==> src/logic/frame_consts.svh <==
`ifndef FRAME_CONSTS_SVH
`define FRAME_CONSTS_SVH

// Camera frame size
`define FRAME_W         16
`define FRAME_H         12
`define FRAME_PIXELS    (`FRAME_W * `FRAME_H)

// Display window and the position of the camera region in it
`define DISP_W          32
`define DISP_H          24
`define WIN_X0          8
`define WIN_Y0          6

// Receive buffering
`define FIFO_DEPTH      256
`define FILL_THRESHOLD  (`FRAME_PIXELS / 4)

// Edge magnitude ceiling, the full 6-bit green range
`define GRAY_MAX        63

`endif

==> src/logic/frame_pkg.sv <==
package frame_pkg;

    // RGB565 pixel
    typedef logic [15:0] pixel_t;
    typedef logic [7:0]  pix_addr_t;
    typedef logic [8:0]  fifo_count_t;
    typedef logic [5:0]  coord_t;
    // Luminance is the green field of a pixel
    typedef logic [5:0]  gray_t;

    typedef struct packed {
        logic      en;
        pix_addr_t addr;
        pixel_t    data;
    } buf_wr_t;

    typedef struct packed {
        logic       frame_ready;
        logic       edge_mode;
        logic [1:0] state_lo;
    } frame_status_t;

    typedef enum logic [1:0] {
        IDLE           = 2'd0,
        WRITE_FRAME    = 2'd1,
        FRAME_COMPLETE = 2'd2,
        EDGE_PROCESS   = 2'd3
    } capture_state_t;

endpackage

==> src/logic/frame_buffer.sv <==
`include "frame_consts.svh"

module frame_buffer (
    input  logic                 clk,
    input  frame_pkg::buf_wr_t   wr,
    input  frame_pkg::pix_addr_t rd_addr,
    output frame_pkg::pixel_t    rd_data
);

    frame_pkg::pixel_t mem [`FRAME_PIXELS];

    always_ff @(posedge clk) begin
        if (wr.en) begin
            mem[wr.addr] <= wr.data;
        end
    end

    // Read data appears one cycle after the address
    always_ff @(posedge clk) begin
        rd_data <= mem[rd_addr];
    end

endmodule

==> config.mk <==
export PLATFORM = sky130hd
export DESIGN_NAME = frame_buffer
export DESIGN_NICKNAME = d
export VERILOG_FILES = /design/src/logic/frame_pkg.sv /design/src/logic/frame_buffer.sv
export VERILOG_INCLUDE_DIRS = /design/src /design/src/logic
export SDC_FILE = /design/constraint.sdc
export NUM_CORES = 2
export LEC_CHECK = 0
export BUFFER_PORTS_ARGS = -buffer_cell sky130_fd_sc_hd__buf_4
export CAP_MARGIN = 5
export CORE_MARGIN = 2
export CORE_UTILIZATION = 37
export DETAILED_ROUTE_END_ITERATION = 10
export SLEW_MARGIN = 20
export SYNTH_ARGS = -nofsm -noshare
export SYNTH_HDL_FRONTEND = slang
export SYNTH_SLANG_ARGS = --single-unit
==> constraint.sdc <==
create_clock -name clk -period 2.8 [get_ports clk]
set_input_delay 0.28 -clock clk [delete_from_list [all_inputs] [get_ports clk]]
set_output_delay 0.28 -clock clk [all_outputs]
set_load 0.01 [all_outputs]
**Word-level counts from Yosys, hierarchy flattened**

Memory sizes are Yosys's and may differ from the RTL's. A register that Yosys moved wholly into a read port is not among the register bits.
Cells that the tools add are included.

- Register bits: 0
- RAM bits: 3072
- Input port bits: 34
- Output and inout port bits: 16
- Logic and storage cells: 3
- Memories: 1

- Mux-type cells: 2

Memories:

| name | depth | width | rd ports | clocked after Yosys merged registers in | write ports | RTL line | text |
|---|---|---|---|---|---|---|---|
| mem | 192 | 16 | 1 | 1 | 1 | frame_buffer.sv:10 | `` frame_pkg::pixel_t mem [`FRAME_PIXELS]; `` |

Operator list:

| kind | count |
|---|---|
| 1-bit two-way mux | 2 |

**Depth between registers and ports, before layout**

- Depth in word-level cells: 2
- Depth in mapped cells: 11
- Mapped depth without buffers: 6

**Least setup slack after synthesis**

OpenSTA, ideal clock, no wires.

- Path type: input-to-reg
- Start: input rd_addr[0]
- End: register rd_data[15] (read register of mem)
- Data arrival time: 2352 ps
- Data required time: 2668 ps
- Slack: 316 ps
- Stages on the path: 9
- Buffers on the path: 5
- Cells stage by stage: buf_2 buf_6 buf_6 buf_4 buf_2 mux4_2 mux2_2 a221oi_1 a31oi_1

RTL lines:

| what | RTL line | text |
|---|---|---|
| start, declared | frame_buffer.sv:6 | `input frame_pkg::pix_addr_t rd_addr,` |
| end, declared | frame_buffer.sv:7 | `output frame_pkg::pixel_t rd_data` |

==> load_flow_metrics.sql <==
INSERT INTO impl_metrics (metric_group, metric, value, unit) VALUES
('setup_path', 'timing_worst_setup_path_type', 'reg2reg', ''),
('pwr', 'power_per_cell_area', '698.6', 'nW/µm²'),
('yosys', 'postSynth.topFlopCell', 'sky130_fd_sc_hd__edfxtp_1', ''),
('pwr', 'switching_share', '21.18', '%'),
('sta', 'worst_pin_slew', '1.010', 'ns'),
('cts', 'tritoncts.num_buffers', '312', ''),
('pwr', 'seq_power_share', '52.5', '%'),
('grt', 'number_of_antenna_violations_at_the_first_check_in_global_routing', '28', ''),
('yosys', 'ys_async_sr_fraction', '0', '%'),
('setup_path', 'crit_path_frequent_cell', 'sky130_fd_sc_hd__mux4_2', ''),
('yosys', 'synthAdderAreaFrac', '0', '%'),
('routing', 'drt_drc_violations_left', '0', ''),
('cts', 'clock_tree.htree_level_count', '5', ''),
('pwr', 'netSwitchingPower', '0.02061', 'W'),
('cts', 'tritoncts', 'yes', ''),
('yosys', 'synth_mux_area_share', '18.09', '%'),
('routing', 'dr.first_iter.drc_count', '7316', ''),
('setup_path', 'timing.critical_path.slowest_cell_delay', '0.74', 'ns'),
('yosys', 'synthCells', '4937', ''),
('routing', 'firstDrtPassIters', '5', ''),
('setup_path', 'timing.critical_path.slowest_stage_cell', 'sky130_fd_sc_hd__o211ai_1', ''),
('die', 'dieWidth', '569.3', 'µm'),
('routing', 'postRouteWirelength', '315400', 'µm'),
('setup_path', 'cp-start-kind', 'register', ''),
('cells_and_area', 'finish.utilization', '43.79', '%'),
('sta', 'period_share', '99.72', '%'),
('setup_path', 'critical_path_required', '3.57', 'ns'),
('yosys', 'synth_edf_count', '3072', ''),
('yosys', 'synth_compound_gate_area_share', '0.8486', '%'),
('pwr', 'clock_power_share', '42.1', '%'),
('routing', 'drt-wirelength-per-cell', '31.02', 'µm'),
('die', 'floorplan.rows', '207', ''),
('yosys', 'synth_seq_cells', '3088', ''),
('pwr', 'cell_internal_pwr', '0.07669', 'W'),
('die', 'die_area', '324100', 'µm²'),
('cts', 'cts.clk_slew.worst_paths', '0.06', 'ns'),
('die', 'die_h', '569.3', 'µm'),
('sta', 'layout_min_cycle_time', '2.792', 'ns'),
('yosys', 'synth_area', '118300', 'µm²'),
('cts', 'clock_sinks', '3088', ''),
('pwr', 'max-vdd-ir-drop', '0.4736', 'mV'),
('sta', 'relSlewSlack', '32.66', '%'),
('routing', 'via_count', '57034', ''),
('cells_and_area', 'post_route_cells_drive_above_1_share', '37.01', '%'),
('run', 'max_cap_viol_count', '0', ''),
('grt', 'grt_first_pass_wirelength', '443500', 'µm'),
('setup_path', 'path_cells', 'mux4_2 > mux4_2 > o211ai_1 > nand3_2 > and3_1', ''),
('yosys', 'largest_family_of_logic_cells_by_synthesized_area', 'multiplexers', ''),
('die', 'core_area', '318100', 'µm²'),
('placed_design', 'estimated_wirelength_of_the_detail_placed_design', '199200', 'µm'),
('sta', 'max_slew_violation_count', '0', ''),
('sta', 'setup_viol', '0', ''),
('grt', 'total_gr_overflow', '0', ''),
('cts', 'clock_tree.buffer_depth', '4', ''),
('routing', 'top_layer_in_use', 'met5', ''),
('yosys', 'synth_sequential_area_ratio', '78.28', '%'),
('setup_path', 'worst_setup_path_end_kind', 'register', ''),
('yosys', 'synth_xor_xnor_area_share', '0', '%'),
('routing', 'antenna_violating_nets_post_route', '0', ''),
('cells_and_area', 'number_of_fill_cells', '26564', ''),
('yosys', 'synthSimpleGateAreaFrac', '1.580', '%'),
('cells_and_area', 'flow.area_growth_from_synthesis', '17.77', '%'),
('setup_path', 'top_fanout_value_on_the_critical_path', '1', ''),
('die', 'initial_core_util', '37.18', '%'),
('sta', 'rsz0062_at_grt', 'no', ''),
('cells_and_area', 'nets_final', '5768', ''),
('sta', 'fin_worst_skew', '0.04629', 'ns'),
('placed_design', 'gp_routability_congestion', '0.8573', ''),
('routing', 'met2_routed_wl', '151000', 'µm'),
('yosys', 'yosysWarnings', '0', ''),
('status', 'outcome', 'completed', '');
cell type report:
cell class | instances | area [µm²] | share of cell area, %
multi-input cells | 1583 | 24560 | 17.63
well taps | 4180 | 5230 | 3.755
clock inverters | 185 | 1789 | 1.285
diodes | 8 | 20.02 | 0.01437
flip-flops and latches | 3088 | 92570 | 66.47
repair buffers | 745 | 6905 | 4.958
inverters | 4 | 15.01 | 0.01078
clock buffers | 375 | 8180 | 5.874
state kept, by name (all words and copies together) (netlist names):
register  cells
rd_data      16
mem        3072
metrics by stage:
step,total power (W),cells,cell area [µm²],worst slack (ns)
finish,0.09730,10168,139300,0.007816
global route,0.09998,10166,139300,0.002514
CTS,0.09808,10160,139200,0.04983
detailed placement,0.05734,9584,129100,-0.7848
global placement,0.05726,9584,129100,-0.8233
floorplan,0.05440,4937,118300,0.3163
kinds of logic after synthesis:
| kind of cell | Yosys count |
|---|---|
| compound gates | 137 |
| buf+inv | 266 |
| flops | 3088 |
| mux | 1025 |
| simple gates | 421 |
cell usage after synthesis (11+ instances only):
cell type	n	area, µm²
sky130_fd_sc_hd__nand4_1	18	112.6
sky130_fd_sc_hd__dfxtp_1	16	320.3
sky130_fd_sc_hd__buf_1	38	142.6
sky130_fd_sc_hd__mux4_2	886	19950
sky130_fd_sc_hd__a22oi_1	43	322.8
sky130_fd_sc_hd__buf_2	65	325.3
sky130_fd_sc_hd__buf_6	26	292.8
sky130_fd_sc_hd__nand3_1	55	275.3
sky130_fd_sc_hd__clkbuf_1	95	356.6
sky130_fd_sc_hd__buf_4	38	285.3
sky130_fd_sc_hd__edfxtp_1	3072	92250
sky130_fd_sc_hd__nand2b_1	12	75.07
sky130_fd_sc_hd__nor2_1	206	773.2
sky130_fd_sc_hd__o211ai_1	11	82.58
sky130_fd_sc_hd__mux2_2	42	473.0
sky130_fd_sc_hd__mux2i_1	97	970.9
sky130_fd_sc_hd__nor2b_1	22	137.6
sky130_fd_sc_hd__nand2_1	71	266.5
sky130_fd_sc_hd__and3_1	14	87.58
power groups by stage:
| stage | Combinational, W | Clock, W | Sequential, W |
|---|---|---|---|
| after floorplan | 0.00242 | 0 | 0.0520 |
| after global placement | 0.00520 | 0 | 0.0521 |
| after detailed placement | 0.00527 | 0 | 0.0521 |
| final | 0.00523 | 0.0410 | 0.0511 |
| after global routing | 0.00550 | 0.0434 | 0.0511 |
| after CTS | 0.00530 | 0.0417 | 0.0511 |
layout by cell type, fill, tap and decap left out, drive strengths merged, types with 2 or more instances in the layout:
master and instances:
a32o 2, nor4 2, and2 6, nand3b 2
o31ai 2, dfxtp 16, o22ai 10, a2111oi 2
nand3 55, nand2b 12, diode 8, nor3 9
nand4 18, nor2 206, a211oi 6, o221ai 2
a31oi 8, a221oi 10, o311ai 3, mux2 42
dlygate4sd3 16, a211o 3, o21ai 12, o211ai 11
nand2 71, clkinvlp 7, a22oi 43, inv 16
clkinv 138, and3 14, bufinv 28, edfxtp 3072
mux2i 97, buf 728, mux4 886, clkbuf 376
a21oi 10, nor2b 22, a22o 10
metal layers:
| metal | vias up | GRT usage, % |
|---|---|---|
| met2 | 2621 | 30.83 |
| met1 | 31104 | 26.72 |
| met4 | 6 | 6.395 |
| met5 | - | 0 |
| met3 | 453 | 3.702 |
| li1 | 22850 | - |
path summary, 6_finish.rpt:
path	to	cells past startpoint	startpoint	slack, ns
setup / recovery	rd_data[12]$_DFF_P_	5	mem[23][12]$_DFFE_PP_	0.008
setup reg to reg	rd_data[12]$_DFF_P_	5	mem[23][12]$_DFFE_PP_	0.008
hold / removal	mem[105][12]$_DFFE_PP_	1	wr[12]	0.04
hold reg to reg	rd_data[13]$_DFF_P_	4	mem[58][13]$_DFFE_PP_	0.91
repair_timing:
item / in CTS / in global routing
resized for setup: 1 / 0
setup buffers: 0 / 0
hold endpoints to repair: 589 / 0
hold buffers: 16 / 0
endpoints found under the setup margin: 1 / 1
pin swaps: 1 / 1
critical path, delay by kind of cell (launching register included):
family	cells	cell delay (ns)
mux	2	1.02
compound gates	1	0.74
simple gates	2	0.59
flops	1	0.37
Note: power is estimated with default switching activity, not from simulation.
