[config.mk]
export PLATFORM = sky130hd
export DESIGN_NAME = pixel_fifo
export DESIGN_NICKNAME = d
export VERILOG_FILES = /design/src/logic/frame_pkg.sv /design/src/logic/pixel_fifo.sv
export VERILOG_INCLUDE_DIRS = /design/src /design/src/logic
export SDC_FILE = /design/constraint.sdc
export NUM_CORES = 2
export LEC_CHECK = 0
export BUFFER_PORTS_ARGS = -buffer_cell sky130_fd_sc_hd__buf_2
export CELL_PAD_IN_SITES_DETAIL_PLACEMENT = 1
export CELL_PAD_IN_SITES_GLOBAL_PLACEMENT = 1
export CORE_MARGIN = 5
export CORE_UTILIZATION = 54
export DETAILED_ROUTE_END_ITERATION = 7
export PLACE_DENSITY = 0.73
export SYNTH_ARGS = -nofsm -noshare
export SYNTH_HDL_FRONTEND = slang
export SYNTH_SLANG_ARGS = --single-unit
[constraint.sdc]
create_clock -name clk -period 4.5 [get_ports clk]
set_input_delay 0.675 -clock clk [delete_from_list [all_inputs] [get_ports clk]]
set_output_delay 0.675 -clock clk [all_outputs]
set_load 0.01 [all_outputs]
[src/logic/frame_consts.svh]
`ifndef FRAME_CONSTS_SVH
`define FRAME_CONSTS_SVH

// Camera frame size
`define FRAME_W         16
`define FRAME_H         12
`define FRAME_PIXELS    (`FRAME_W * `FRAME_H)

// Display window and the position of the camera region in it
`define DISP_W          32
`define DISP_H          24
`define WIN_X0          8
`define WIN_Y0          6

// Receive buffering
`define FIFO_DEPTH      256
`define FILL_THRESHOLD  (`FRAME_PIXELS / 4)

// Edge magnitude ceiling, the full 6-bit green range
`define GRAY_MAX        63

`endif

[src/logic/frame_pkg.sv]
package frame_pkg;

    // RGB565 pixel
    typedef logic [15:0] pixel_t;
    typedef logic [7:0]  pix_addr_t;
    typedef logic [8:0]  fifo_count_t;
    typedef logic [5:0]  coord_t;
    // Luminance is the green field of a pixel
    typedef logic [5:0]  gray_t;

    typedef struct packed {
        logic      en;
        pix_addr_t addr;
        pixel_t    data;
    } buf_wr_t;

    typedef struct packed {
        logic       frame_ready;
        logic       edge_mode;
        logic [1:0] state_lo;
    } frame_status_t;

    typedef enum logic [1:0] {
        IDLE           = 2'd0,
        WRITE_FRAME    = 2'd1,
        FRAME_COMPLETE = 2'd2,
        EDGE_PROCESS   = 2'd3
    } capture_state_t;

endpackage

[src/logic/pixel_fifo.sv]
`include "frame_consts.svh"

module pixel_fifo (
    input  logic                   clk,
    input  logic                   rst_n,
    input  logic                   pix_valid,
    input  frame_pkg::pixel_t      pix_data,
    input  logic                   pop,
    output logic                   pix_ready,
    output frame_pkg::pixel_t      data,
    output frame_pkg::fifo_count_t count
);

    localparam int PTR_W = $clog2(`FIFO_DEPTH);

    frame_pkg::pixel_t mem [`FIFO_DEPTH];
    logic [PTR_W-1:0]  wr_ptr;
    logic [PTR_W-1:0]  rd_ptr;
    logic              push;
    logic              take;

    assign pix_ready = (count != frame_pkg::fifo_count_t'(`FIFO_DEPTH));
    assign push      = pix_valid && pix_ready;
    // A pop on an empty FIFO is ignored
    assign take      = pop && (count != '0);

    // Show-ahead head pixel
    assign data = mem[rd_ptr];

    always_ff @(posedge clk) begin
        if (push) begin
            mem[wr_ptr] <= pix_data;
        end
    end

    always_ff @(posedge clk or negedge rst_n) begin
        if (!rst_n) begin
            wr_ptr <= '0;
            rd_ptr <= '0;
            count  <= '0;
        end else begin
            if (push) begin
                wr_ptr <= wr_ptr + 1'b1;
            end
            if (take) begin
                rd_ptr <= rd_ptr + 1'b1;
            end
            // Push and pop together leave the count unchanged
            case ({push, take})
                2'b10:   count <= count + 1'b1;
                2'b01:   count <= count - 1'b1;
                default: count <= count;
            endcase
        end
    end

endmodule

* Yosys cells after proc, flatten, opt, wreduce, memory -nomap -nowiden
Memory sizes are Yosys's and may differ from the RTL's. Index checks and enable logic that the tools add are counted.
Word-level totals: bits in read-only memories 0, memories kept 1, word-level logic and storage cells 18, bits in registers 25, bits in latches 0, memory bits (writable) 4096, bits of input ports 20, output and inout port bits 26
Operators by class: $lt $le $gt $ge 0, add/sub/neg operators 4, div/mod/pow operators 0, multipliers 0, bitwise operators 0, muxes and demuxes 3, equality and inequality tests 3, reduce and logical (&&, ||, !) cells 4, shifts and indexed selects 0
Memory list:
- mem | words 256, width 16, read ports 1, clocked after Yosys merged registers in 0, wr ports 1, RTL line pixel_fifo.sv:16 | frame_pkg::pixel_t mem [`FIFO_DEPTH];
Operators with widths (count):
- $pmux W9 S2 | 1
- $add A8 B1 Y8 const B | 2
- $add A9 B1 Y9 const B | 1
- $ne A9 B9 Y1 const B | 1
- $reduce_bool A9 Y1 | 1
- $sub A9 B1 Y9 const B | 1
- $eq A2 B1 Y1 const B | 1
- $eq A2 B2 Y1 const B | 1
- $logic_and A1 B1 Y1 | 2
- $mux W1 | 2
- $reduce_bool A2 Y1 | 1

* Longest topological paths before layout
depth after elaboration 4, gate-level depth with buffers 14, gate-level depth less buffers 13

* Worst setup path after synthesis
Ideal clock, no wire load.
kind reg-to-reg, start reg count[0], end reg count[8], data arrival time 3329 ps, clock period less this slack 3409 ps, setup time 80 ps, slack 1091 ps, required time 4420 ps, cell stages (with the launch flop) 15, cells stage by stage dfrtp_1 nor4_1 nand3_1 and2_1 clkbuf_1 inv_1 ha_1 ha_1 a21o_1 a21oi_1 nor2b_1 o21a_1 o41ai_1 mux2i_1 xnor2_1
Between the ends: word-level cells in the longest chain between the ends 4, elaborated cells between the ends (all ways) 10, those cells by class add/sub: 2; eq/ne: 3; mux: 1; reduce/logical: 4
RTL lines:
- start: declaration | RTL line pixel_fifo.sv:11 | output frame_pkg::fifo_count_t count
- start signal: assignment | RTL line pixel_fifo.sv:50 | 2'b10: count <= count + 1'b1;
- start signal: assignment | RTL line pixel_fifo.sv:51 | 2'b01: count <= count - 1'b1;
- start signal: assignment | RTL line pixel_fifo.sv:52 | default: count <= count;
- $ne A9 B9 Y1 * | RTL line pixel_fifo.sv:22 | assign pix_ready = (count != frame_pkg::fifo_count_t'(`FIFO_DEPTH));
- named net pix_ready | RTL line pixel_fifo.sv:9 | output logic pix_ready,
- $logic_and A1 B1 Y1 * | RTL line pixel_fifo.sv:23 | assign push = pix_valid && pix_ready;
- $eq A2 B1 Y1 / $eq A2 B2 Y1 (equally long branches) | RTL line pixel_fifo.sv:49 | case ({push, take})
- $pmux W9 S2 / $reduce_bool A2 Y1 (equally long branches)
Mark *: on every way through the listed nets, which the timed path passes. The rest lies on a longest branch. A chain may end at the register's enable or synchronous reset.

* Worst setup path after layout
start reg rd_ptr[4], end out data[5]
Between the ends: word-level cells in the longest chain between the ends 1
RTL lines:
- start: declaration | RTL line pixel_fifo.sv:18 | logic [PTR_W-1:0] rd_ptr;
- start signal: assignment | RTL line pixel_fifo.sv:46 | rd_ptr <= rd_ptr + 1'b1;
- $mem_v2 Z256 W16
- end: declaration | RTL line pixel_fifo.sv:10 | output frame_pkg::pixel_t data,
Every way passes these cells.

==> flow_metrics.py <==
metrics = {
    "critical_path": {
        "critPathBufInv": 6,
        "crit_slowest_cell": "dfrtp_4",
        "end_kind": "primary output",
        "r2r_start": "count[0]",
        "worstPathRequired_ns": 3.83,
        "arrival_ns": 4.44,
        "worst-path-max-fanout": 15,
        "slowest_delay_ns": 0.69,
        "cp_top_family": "buffers and inverters",
        "criticalPathCategory": "flop to primary output",
        "crit_top_cell": "buf_4",
        "path_cells": "inv_2, buf_4, nor2_2, buf_4, buf_4, a311oi_1, a31oi_1, nor3_1, o31ai_1, buf_4, buf_2",
        "setup.worst_path.start_class": "flop",
        "startpoint": "rd_ptr[4]",
        "r2r_slack_ns": 0.12,
    },
    "die": {
        "dieArea_mm2": 0.306,
        "ioPinCount": 46,
        "core_mm2": 0.294,
        "rows": 199,
        "start_util_pct": 54.2,
        "die_h_um": 553,
        "fp.dieW_um": 553,
    },
    "route": {
        "wl_um": 527000,
        "drt_iter0_drc": 15613,
        "vias": 87742,
        "drc_errors": 0,
        "routed_via_density": 6.98,
        "drt_first_pass_iters": 8,
        "ant_nets": 0,
        "avgRoutedWirePerCell_um": 41.9,
    },
    "power": {
        "p_seq_share_pct": 35.1,
        "swShare_pct": 34.6,
        "internal_power_w": 0.0803,
        "vdd_drop_max_mv": 0.552,
        "pwr-share-comb_pct": 37.4,
        "p_clk_share_pct": 27.5,
        "switching_power_w": 0.0424,
        "power.leakage_nw": 60.7,
        "powerDensity_mw_per_mm2": 654,
    },
    "synth": {
        "synth.cell_area_mm2": 0.159,
        "postSynthAreaPerCell_um2": 21.9,
        "netlist.area_leader.share_pct": 77.2,
        "synthArstFlopShare_pct": 0.607,
        "synth_top_cell_by_area": "edfxtp_1",
        "synth_seq_cells": 4121,
        "synth-seq-area-share_pct": 77.6,
        "yosys-top-cells-area": "edfxtp_1 77%, mux4_2 12%, mux2i_1 2.3%, nor2_1 0.75%, a22oi_1 0.61%",
        "netlist_instances": 7261,
        "synth_edf_count": 4096,
        "synth_warnings": 0,
        "syn_nets": 7295,
        "synth_cell_types": 83,
        "synthFlopType": "edfxtp_1",
    },
    "layout": {
        "final_cell_mix": "4,096 x edfxtp_1, 876 x mux4_2, 777 x buf_4",
        "layout.nets": 8338,
        "layout-drive-gt1-share_pct": 33.3,
        "final_common_cell": "edfxtp_1",
        "stdcell_count": 12565,
        "num-fill-cells": 23615,
        "areaGrowthSynthToFinish_pct": 17.7,
        "finalInstanceArea_mm2": 0.187,
    },
    "sta": {
        "timing.final.hold_violations": 0,
        "layout_setup_ws_ns": -0.619,
        "max-slew-margin-rel_pct": 14.4,
        "worst_pin_slew_ns": 1.28,
        "fin_crit_sh_pct": 114,
        "fin_crit_ns": 5.12,
        "hold_slack_ns": 0.180,
        "max_freq_mhz": 195,
        "worst_clock_skew_ns": 0.0513,
        "setup_violations": 16,
        "slew_violations": 0,
        "tns_ns": -8.06,
        "grt_setup_unrepaired": "true",
    },
    "clock_network": {
        "ctsLongestPathBuffers": 4,
        "cts_buffers": 409,
        "cts-root-buf": "clkbuf_16",
        "path_clk_slew_ns": 0.06,
        "cts_tree": "built",
        "insertion_delay_ns": 0.99,
        "clock-sinks": 4121,
        "htree_levels": 5,
    },
    "global_route": {
        "grt_max_degree": 116,
        "grt_first_pass_wirelength_um": 730000,
        "grt_pass1_vias": 89650,
        "grt.overflow.total": 0,
        "antenna_found_initial": 29,
        "track_usage_pct": 34.0,
    },
    "placement": {
        "place_area_mm2": 0.170,
        "hpwl_um": 312000,
        "dp_slack_ns": -0.965,
        "dp.cells": 11641,
        "place_congestion": 0.884,
        "place.port_buffers": 45,
    },
    "worst_hold_path": {
        "hold_start": "pix_data[7]",
        "hp-class": "primary input to flop",
    },
    "run_status": {
        "status": "complete, but fails checks",
        "violations": "negative setup slack",
    },
    "job": {
        "drv_cap": 0,
    },
}
## final timing paths
kind,end,cells past startpoint
worst max-delay path,data[5],11
worst min-delay path,mem[219][7],1
worst max register to register,count[8],13
min in group asynchronous,count[7],2
worst min register to register,count[5],2
max in group asynchronous,rd_ptr[5],2
## cell families (layout without fill, tap and decap cells)
logic type	count (synthesis)	in the layout	synth area share (%)
AND/OR/NAND/NOR	649	649	1.75
buffers and inverters	440	1813	1.94
flip-flops	4121	4121	77.6
multiplexers	1271	1271	15.1
AO/OA/AOI/OAI	745	745	3.35
other	0	12	0
XOR/XNOR	21	21	0.115
adder cells (fa/ha/maj)	14	14	0.115
## flip-flops by register name, summed over array words and instances, names as in the netlist
signal and cells:
mem 4096, rd_ptr 8, wr_ptr 8, count 9
## per-stage QoR
stage	power [W]	util, %
final	0.123	63.8
after global routing	0.125	63.8
after CTS	0.120	63.4
after detailed placement	0.0818	57.7
after global placement	0.0809	57.7
after floorplan	0.0640	-
## power by group through the flow
| stage | combinational, W | clock [W] | sequential [W] |
|---|---|---|---|
| floorplan | 0.0204 | 0 | 0.0436 |
| global placement | 0.0371 | 0 | 0.0439 |
| detailed placement | 0.0378 | 0 | 0.0439 |
| CTS | 0.0430 | 0.0338 | 0.0431 |
| global route | 0.0462 | 0.0359 | 0.0431 |
| finish | 0.0458 | 0.0337 | 0.0431 |
## cell type report
class / count / area (um^2) / area share (%)
sequential: 4121 / 124000 / 66.0
antenna: 12 / 30.0 / 0.0160
clock buffer: 494 / 10600 / 5.64
clock inverter: 247 / 2410 / 1.29
timing repair buffer: 1061 / 11100 / 5.93
tap: 3919 / 4900 / 2.62
multi-input combinational: 2700 / 34700 / 18.5
inverter: 11 / 52.6 / 0.0280
## synth_stat cells, drive strengths merged, types with 5 or more instances
| cell type | n |
|---|---|
| nand4 | 14 |
| a211oi | 47 |
| edfxtp | 4096 |
| a22o | 31 |
| dfrtp | 25 |
| ha | 13 |
| a21o | 5 |
| nor2 | 317 |
| mux2 | 9 |
| a221oi | 93 |
| mux4 | 901 |
| o2111ai | 8 |
| nor3 | 24 |
| a311oi | 6 |
| a31oi | 16 |
| nor2b | 16 |
| o22ai | 44 |
| xnor2 | 17 |
| clkbuf | 153 |
| o31ai | 10 |
| o221ai | 53 |
| buf | 274 |
| nand3 | 66 |
| a21oi | 163 |
| a221o | 9 |
| nor4 | 11 |
| o21ai | 65 |
| inv | 10 |
| mux2i | 361 |
| a211o | 5 |
| and2 | 14 |
| o211ai | 17 |
| nand2b | 8 |
| nand2 | 158 |
| a2111oi | 10 |
| a22oi | 129 |
## metal layers
layer  GRT usage (%)  vias to the layer above  routed length, um
li1                -                    32831                  -
met1            46.0                    46182             180000
met2            51.7                     7310             245000
met3            8.64                     1401              70300
met4            17.6                       18              31500
met5               0                        -                138
## repair_timing
action                                 CTS  global route
gates resized for setup                409           123
pin swaps                               49            52
gates cloned                            28             7
endpoints found under the hold margin   25             0
setup buffers                           91            58
hold buffers                             1             0
setup endpoints to repair               16            16
Note: power is estimated with default switching activity, not from simulation.
