[config.mk]
export PLATFORM = sky130hd
export DESIGN_NAME = frame_controller
export DESIGN_NICKNAME = d
export VERILOG_FILES = /design/src/logic/frame_pkg.sv /design/src/logic/frame_controller.sv
export VERILOG_INCLUDE_DIRS = /design/src /design/src/logic
export SDC_FILE = /design/constraint.sdc
export NUM_CORES = 1
export LEC_CHECK = 0
export BUFFER_PORTS_ARGS = -buffer_cell sky130_fd_sc_hd__buf_2
export CAP_MARGIN = 10
export CORE_ASPECT_RATIO = 2
export CORE_MARGIN = 2
export CORE_UTILIZATION = 41
export CTS_CLUSTER_DIAMETER = 150
export DETAILED_ROUTE_END_ITERATION = 8
export PLACE_DENSITY = 0.8
export SLEW_MARGIN = 20
export SYNTH_ARGS = -nofsm -noshare
export SYNTH_HDL_FRONTEND = slang
export SYNTH_SLANG_ARGS = --single-unit
[constraint.sdc]
create_clock -name clk -period 3.08 [get_ports clk]
set_input_delay 0.77 -clock clk [delete_from_list [all_inputs] [get_ports clk]]
set_output_delay 0.77 -clock clk [all_outputs]
set_load 0.01 [all_outputs]
[src/logic/frame_consts.svh]
`ifndef FRAME_CONSTS_SVH
`define FRAME_CONSTS_SVH

// Camera frame size
`define FRAME_W         16
`define FRAME_H         12
`define FRAME_PIXELS    (`FRAME_W * `FRAME_H)

// Display window and the position of the camera region in it
`define DISP_W          32
`define DISP_H          24
`define WIN_X0          8
`define WIN_Y0          6

// Receive buffering
`define FIFO_DEPTH      256
`define FILL_THRESHOLD  (`FRAME_PIXELS / 4)

// Edge magnitude ceiling, the full 6-bit green range
`define GRAY_MAX        63

`endif

[src/logic/frame_pkg.sv]
package frame_pkg;

    // RGB565 pixel
    typedef logic [15:0] pixel_t;
    typedef logic [7:0]  pix_addr_t;
    typedef logic [8:0]  fifo_count_t;
    typedef logic [5:0]  coord_t;
    // Luminance is the green field of a pixel
    typedef logic [5:0]  gray_t;

    typedef struct packed {
        logic      en;
        pix_addr_t addr;
        pixel_t    data;
    } buf_wr_t;

    typedef struct packed {
        logic       frame_ready;
        logic       edge_mode;
        logic [1:0] state_lo;
    } frame_status_t;

    typedef enum logic [1:0] {
        IDLE           = 2'd0,
        WRITE_FRAME    = 2'd1,
        FRAME_COMPLETE = 2'd2,
        EDGE_PROCESS   = 2'd3
    } capture_state_t;

endpackage

[src/logic/frame_controller.sv]
`include "frame_consts.svh"

module frame_controller (
    input  logic                     clk,
    input  logic                     rst_n,
    input  frame_pkg::fifo_count_t   fifo_count,
    input  frame_pkg::pixel_t        fifo_data,
    input  logic                     edge_mode,
    input  logic                     edge_done,
    input  frame_pkg::pix_addr_t     engine_rd_addr,
    input  frame_pkg::pixel_t        raw_rd_data,
    input  frame_pkg::pixel_t        edge_rd_data,
    input  logic                     disp_req,
    input  frame_pkg::coord_t        disp_x,
    input  frame_pkg::coord_t        disp_y,
    output logic                     fifo_pop,
    output frame_pkg::buf_wr_t       raw_wr,
    output frame_pkg::pix_addr_t     raw_rd_addr,
    output frame_pkg::pix_addr_t     edge_rd_addr,
    output logic                     edge_start,
    output logic                     disp_valid,
    output frame_pkg::pixel_t        disp_data,
    output frame_pkg::frame_status_t status
);

    frame_pkg::capture_state_t state;
    frame_pkg::pix_addr_t      wr_addr;
    frame_pkg::pix_addr_t      disp_addr;
    logic                      frame_ready;
    logic                      edge_valid;
    logic                      in_win;
    logic                      blank;
    logic                      req_d1;
    logic                      blank_d1;
    logic                      edge_sel_d1;

    // Pixels move straight from the FIFO head into the raw buffer
    assign fifo_pop = (state == frame_pkg::WRITE_FRAME) && (fifo_count != '0);
    assign raw_wr   = '{en: fifo_pop, addr: wr_addr, data: fifo_data};

    always_ff @(posedge clk or negedge rst_n) begin
        if (!rst_n) begin
            state       <= frame_pkg::IDLE;
            wr_addr     <= '0;
            frame_ready <= 1'b0;
            edge_valid  <= 1'b0;
            edge_start  <= 1'b0;
        end else begin
            edge_start <= 1'b0;
            case (state)
                frame_pkg::IDLE: begin
                    if (fifo_count >= frame_pkg::fifo_count_t'(`FILL_THRESHOLD)) begin
                        state       <= frame_pkg::WRITE_FRAME;
                        wr_addr     <= '0;
                        frame_ready <= 1'b0;
                        edge_valid  <= 1'b0;
                    end
                end
                frame_pkg::WRITE_FRAME: begin
                    if (fifo_pop) begin
                        wr_addr <= wr_addr + 1'b1;
                        if (wr_addr == frame_pkg::pix_addr_t'(`FRAME_PIXELS - 1)) begin
                            state       <= frame_pkg::FRAME_COMPLETE;
                            frame_ready <= 1'b1;
                        end
                    end else if (wr_addr > frame_pkg::pix_addr_t'(`FRAME_PIXELS / 2)) begin
                        // Starved, but more than half a frame is good enough
                        state       <= frame_pkg::FRAME_COMPLETE;
                        frame_ready <= 1'b1;
                    end else begin
                        state <= frame_pkg::IDLE;
                    end
                end
                frame_pkg::FRAME_COMPLETE: begin
                    if (edge_mode) begin
                        state      <= frame_pkg::EDGE_PROCESS;
                        edge_start <= 1'b1;
                    end else if (fifo_count >= frame_pkg::fifo_count_t'(`FILL_THRESHOLD)) begin
                        state       <= frame_pkg::WRITE_FRAME;
                        wr_addr     <= '0;
                        frame_ready <= 1'b0;
                        edge_valid  <= 1'b0;
                    end
                end
                frame_pkg::EDGE_PROCESS: begin
                    if (edge_done) begin
                        state      <= frame_pkg::IDLE;
                        edge_valid <= 1'b1;
                    end
                end
                default: state <= frame_pkg::IDLE;
            endcase
        end
    end

    // Display window to frame address, black outside the camera region
    always_comb begin
        int fx;
        int fy;
        fx        = int'(disp_x) - `WIN_X0;
        fy        = int'(disp_y) - `WIN_Y0;
        in_win    = (fx >= 0) && (fx < `FRAME_W) && (fy >= 0) && (fy < `FRAME_H);
        disp_addr = in_win ? frame_pkg::pix_addr_t'(fy * `FRAME_W + fx) : '0;
    end

    assign blank = !in_win || !frame_ready || (state == frame_pkg::EDGE_PROCESS) ||
                   (edge_mode && !edge_valid);

    // Raw read port belongs to the engine while it runs
    assign raw_rd_addr  = (state == frame_pkg::EDGE_PROCESS) ? engine_rd_addr : disp_addr;
    assign edge_rd_addr = disp_addr;

    always_ff @(posedge clk or negedge rst_n) begin
        if (!rst_n) begin
            req_d1     <= 1'b0;
            disp_valid <= 1'b0;
        end else begin
            req_d1     <= disp_req;
            disp_valid <= req_d1;
        end
    end

    // Decision travels alongside the buffer read
    always_ff @(posedge clk) begin
        blank_d1    <= blank;
        edge_sel_d1 <= edge_mode;
        disp_data   <= blank_d1 ? '0 : (edge_sel_d1 ? edge_rd_data : raw_rd_data);
    end

    assign status = '{frame_ready: frame_ready, edge_mode: edge_mode, state_lo: state};

endmodule

# Word-level counts from Yosys, hierarchy flattened

Index checks and enable logic that the tools add are counted.

Logic and storage cells: 74
Register bits: 33

Equality and inequality tests: 9
Reductions and logical operators: 19
Order comparisons: 6
Add/sub/neg operators: 4
Multiplexer cells: 26

Operators with widths:

| cell                                                                         | count |
|---|---|
| 8-bit two-way mux                                                            | 5 |
| 8-bit case mux with 3 select lines                                           | 1 |
| 16-bit two-way mux                                                           | 1 |
| 7-bit by 1-bit >= comparator with 1-bit output, second input constant        | 2 |
| 2-bit two-way mux                                                            | 6 |
| 1-bit two-way mux                                                            | 10 |
| 9-bit by 6-bit >= comparator with 1-bit output, second input constant        | 1 |
| 9-bit nonzero test                                                           | 1 |
| 8-bit by 1-bit adder with 8-bit output, second input constant                | 1 |
| 8-bit by 7-bit adder with 8-bit output                                       | 1 |
| 8-bit == test, second input constant                                         | 1 |
| 8-bit by 7-bit > comparator with 1-bit output, second input constant         | 1 |
| 2-bit case mux with 4 select lines                                           | 1 |
| 7-bit by 5-bit less-than comparator with 1-bit output, second input constant | 1 |
| 7-bit by 6-bit less-than comparator with 1-bit output, second input constant | 1 |
| 6-bit by 3-bit subtractor with 7-bit output, second input constant           | 1 |
| 6-bit by 4-bit subtractor with 7-bit output, second input constant           | 1 |
| 2-bit != test, second input constant                                         | 3 |
| 3-bit by 2-bit != test with 1-bit output, second input constant              | 2 |
| 1-bit case mux with 3 select lines                                           | 2 |
| 3-bit AND reduction                                                          | 2 |
| 3-bit nonzero test                                                           | 2 |
| 1-bit logical AND                                                            | 5 |
| 2-bit == test, second input constant                                         | 2 |
| 6 further kinds                                                              | 10 |

# Logic depth before layout (Yosys ltp)

Depth in word-level cells: 9
Mapped depth: 8
Mapped depth without buffers: 8

# Worst setup path after synthesis

Ideal clock, no wire load.

Kind: input-to-output
Start point: input port disp_x[3]
End point: output port raw_rd_addr[6]
Required time: 2310 ps
Buffers on the path: 0
Arrival time: 2333 ps
Path slack: -23 ps
Stages: 7
Cells stage by stage: inv_1 > ha_1 > inv_1 > ha_1 > fa_1 > xnor2_1 > o41ai_1

Word-level cells in the longest chain between the ends: 7
Elaborated cells between the ends (all ways): 9
Those cells by class: add/sub (2); order compare (2); mux (2); reduce/logical (3)

RTL lines:

| what                                                                                                                    | RTL line                | source |
|---|---|---|
| start: declaration                                                                                                      | frame_controller.sv:14  | `input frame_pkg::coord_t disp_x,` |
| 6-bit by 4-bit subtractor with 7-bit output (no line) *                                                                 | n/a                     |  |
| 7-bit by 1-bit >= comparator with 1-bit output or 7-bit by 6-bit less-than comparator with 1-bit output (tied branches) | n/a                     |  |
| 1-bit logical AND (3 in a row)                                                                                          | frame_controller.sv:102 | `` in_win = (fx >= 0) && (fx < `FRAME_W) && (fy >= 0) && (fy < `FRAME_H); `` |
| 8-bit two-way mux *                                                                                                     | frame_controller.sv:103 | `` disp_addr = in_win ? frame_pkg::pix_addr_t'(fy * `FRAME_W + fx) : '0; `` |
| 8-bit two-way mux *                                                                                                     | frame_controller.sv:110 | `assign raw_rd_addr = (state == frame_pkg::EDGE_PROCESS) ? engine_rd_addr : disp_addr;` |
| end: declaration                                                                                                        | frame_controller.sv:18  | `output frame_pkg::pix_addr_t raw_rd_addr,` |

Every way passes the cells marked *; elsewhere a longest branch is shown, timed or not.

# Worst setup path after layout

Start point: input port disp_x[4]
End point: output port raw_rd_addr[5]

The elaborated chain is that of the path after synthesis.

==> flow_summary.json <==
{
  "cp_max_fo": 3,
  "hold_class": "flop to flop",
  "clkTransAtPathRegs_ps": 70,
  "core_sq_um": 4820,
  "yosys.cell_types.count": 46,
  "drc": 0,
  "clock-root-buffer": "clkbuf_8",
  "cpPeakStageDelay_ps": 540,
  "arrival_ps": 2290,
  "cts_tree": "done",
  "io-pin-count": 146,
  "gp_congestion": 0.786,
  "r2r_slack_ps": 1430,
  "worst_r2r_endpoint": "state[1]$_DFFE_PN0P_",
  "total_power_w": 0.00136,
  "setup_tns_ps": 0,
  "avgSynthCellArea_sq_um": 9.03,
  "yosysWarningCount": 0,
  "n_antenna_cell": 0,
  "std_cell_rows": 36,
  "power_density_nw_per_um2": 501,
  "fmax_mhz": 326,
  "fp.dieW_microns": 53.6,
  "skew_ps": 3.25,
  "first_pass_iters": 4,
  "reg2reg_depth": 6,
  "grt_use_total_pct": 19.1,
  "die_height_microns": 103,
  "yosys-top-cells-count": "nand2_1, nor2_1, buf_4",
  "synth.area.top_cells": "dfrtp_1, dfxtp_1, mux2i_1",
  "fin_crit_ps": 3060,
  "period_share_pct": 99.5,
  "synth.yosys.seq_area_share_pct": 36.5,
  "ys.flop_type": "dfxtp_1",
  "ir_drop_v": 0.000650,
  "area_growth_syn_to_layout_pct": 34.9,
  "power_leakage_nw": 1.40,
  "grt_pass1_wl_microns": 7850,
  "synth_edf_count": 0,
  "routed_wl_microns": 5300,
  "finalMaxSlewViolations": 0,
  "path_cells": "buf_8, inv_4, ha_4, xor2_2, buf_4, fa_2, nand2_2, o31ai_2, buf_2",
  "initial_core_util_pct": 41.8,
  "post-cts-setup-buffers": 0,
  "hold_viol_final": 0,
  "ant_nets": 0,
  "worstPathRequired_ps": 2310,
  "pre_cts_slack_ps": -116,
  "cts_sinks": 33,
  "worstSetupPathType": "input port to output port",
  "grt_setup_unrepaired": "yes",
  "holdPathEnd": "disp_valid$_DFF_PN0_",
  "worst_pin_slew_ps": 896,
  "slowest_stage": "fa_2",
  "start_kind": "input port",
  "die_area_sq_um": 5520,
  "synth_top_area_share_pct": 18.6,
  "numCtsBuffers": 5,
  "vias": 1980,
  "setup_viol": 0,
  "grt_pass1_vias": 1871,
  "antenna_found_initial": 0,
  "clockBufferDepth": 2,
  "worstHoldPathCells": 0,
  "grt_max_degree": 18,
  "ys_ff_latch": 33,
  "drtIter0Drc": 35,
  "hold-worst-slack_ps": 352,
  "status": "finished clean",
  "synth-async-reset-ratio_pct": 45.5,
  "fin_nets": 411,
  "drt-vias-per-instance": 5.22,
  "max-cap-violations": 0,
  "overflow": 0,
  "synth_most_common_cell": "nand2_1",
  "netlist_area_sq_um": 2010,
  "syn_nets": 313,
  "synth_cells": 223,
  "worst_slack_ps": 16.1,
  "cts_htree_levels": 2,
  "ctsHoldBuffers": 0,
  "portBuffers": 113,
  "cp-end-kind": "output port",
  "dp_hpwl_microns": 4010,
  "drive_above_1_share_pct": 45.0,
  "yosysTopAreaCell": "dfrtp_1",
  "maxSlewHeadroom_pct": 40.2,
  "worst_skew_pair.late_latency_ps": 280,
  "reg2reg_from": "wr_addr[0]$_DFFE_PN0P_",
  "min-delay-start": "req_d1$_DFF_PN0_",
  "avgRoutedWirePerCell_microns": 14.0
}
power by group:
part	switching, W	total (W)	internal, W	leakage (nW)
Clock	0.000169	0.000425	0.000256	0.0645
Combinational	0.000187	0.000371	0.000183	1.01
Sequential	0.0000815	0.000566	0.000485	0.331
worst max-delay path: cells and delay by family:
family / cells / cell delay, ps
AOI/OAI and AO/OA: 1 / 180
xor gates and xnor gates: 1 / 180
adders and majority gates: 2 / 700
buffers and inverters: 4 / 420
and+or+nand+nor: 1 / 50
routing by layer:
layer	GRT usage [%]	wire length (microns)
met2	37.3	2950
met3	3.77	314
met4	8.68	128
met1	17.8	1910
met5	0	0
logic make-up (layout without fill, tap and decap cells):
logic type	count (synthesis)	after routing	share of synthesized area (%)
buffers and inverters	40	139	11.6
AND/OR/NAND/NOR	85	85	21.6
XOR/XNOR	6	6	2.61
flip-flops	33	33	36.5
AO/OA/AOI/OAI	33	33	13.3
multiplexers	18	18	9.01
adder cells (fa/ha/maj)	8	8	5.34
metrics by stage:
stage                     std cells  util, %  area, sq um
final                           379     56.4         2720
after global placement          371     52.2         2510
after CTS                       379     56.0         2700
after floorplan                 223        -         2020
after global routing            379     56.4         2720
after detailed placement        371     52.2         2510
cell usage in the layout, fill, tap and decap left out, drive strengths merged, types with 2 or more instances in the layout:
cell / n
buf: 119
nand2: 27
nor2: 21
dfxtp: 18
mux2i: 17
dfrtp: 15
inv: 12
nand3: 7
o31ai: 7
ha: 7
clkbuf: 7
nor3: 6
nor3b: 6
or4: 6
o21ai: 6
o211ai: 5
xnor2: 4
a21oi: 3
nand4: 2
nand4b: 2
a31oi: 2
nand2b: 2
xor2: 2
o41ai: 2
o311ai: 2
flip-flops by register name, indices dropped and copies added (netlist names):
| name | flops |
|---|---|
| disp_valid | 1 |
| blank_d1 | 1 |
| state | 2 |
| req_d1 | 1 |
| edge_sel_d1 | 1 |
| frame_ready | 1 |
| wr_addr | 8 |
| edge_start | 1 |
| disp_data | 16 |
| edge_valid | 1 |
final cells by class:
class | instances | area [sq um]
clock buffer | 7 | 119
fill | 457 | 2100
timing repair buffer | 119 | 631
sequential | 33 | 736
tap | 57 | 71.3
inverter | 12 | 50.0
multi-input combinational | 150 | 1100
clock inverter | 1 | 5.00
worst max-delay path by stage:
stage / startpoint / to / slack [ps] / cells after the start
after CTS: disp_x[4] / raw_rd_addr[5] / -9 / 9
after detailed placement: disp_x[3] / raw_rd_addr[6] / -120 / 9
after global routing: disp_x[4] / raw_rd_addr[7] / -60 / 10
after floorplan: disp_x[3] / raw_rd_addr[7] / 50 / 8
after global placement: disp_x[3] / raw_rd_addr[6] / -90 / 9
final: disp_x[4] / raw_rd_addr[5] / 20 / 9
what timing repair did:
action | CTS | global route
pin swaps | 6 | 5
endpoints found under the setup margin | 3 | 3
resized for setup | 14 | 5
gates cloned | 0 | 0
No activity file was read; power rests on OpenSTA's default activity.
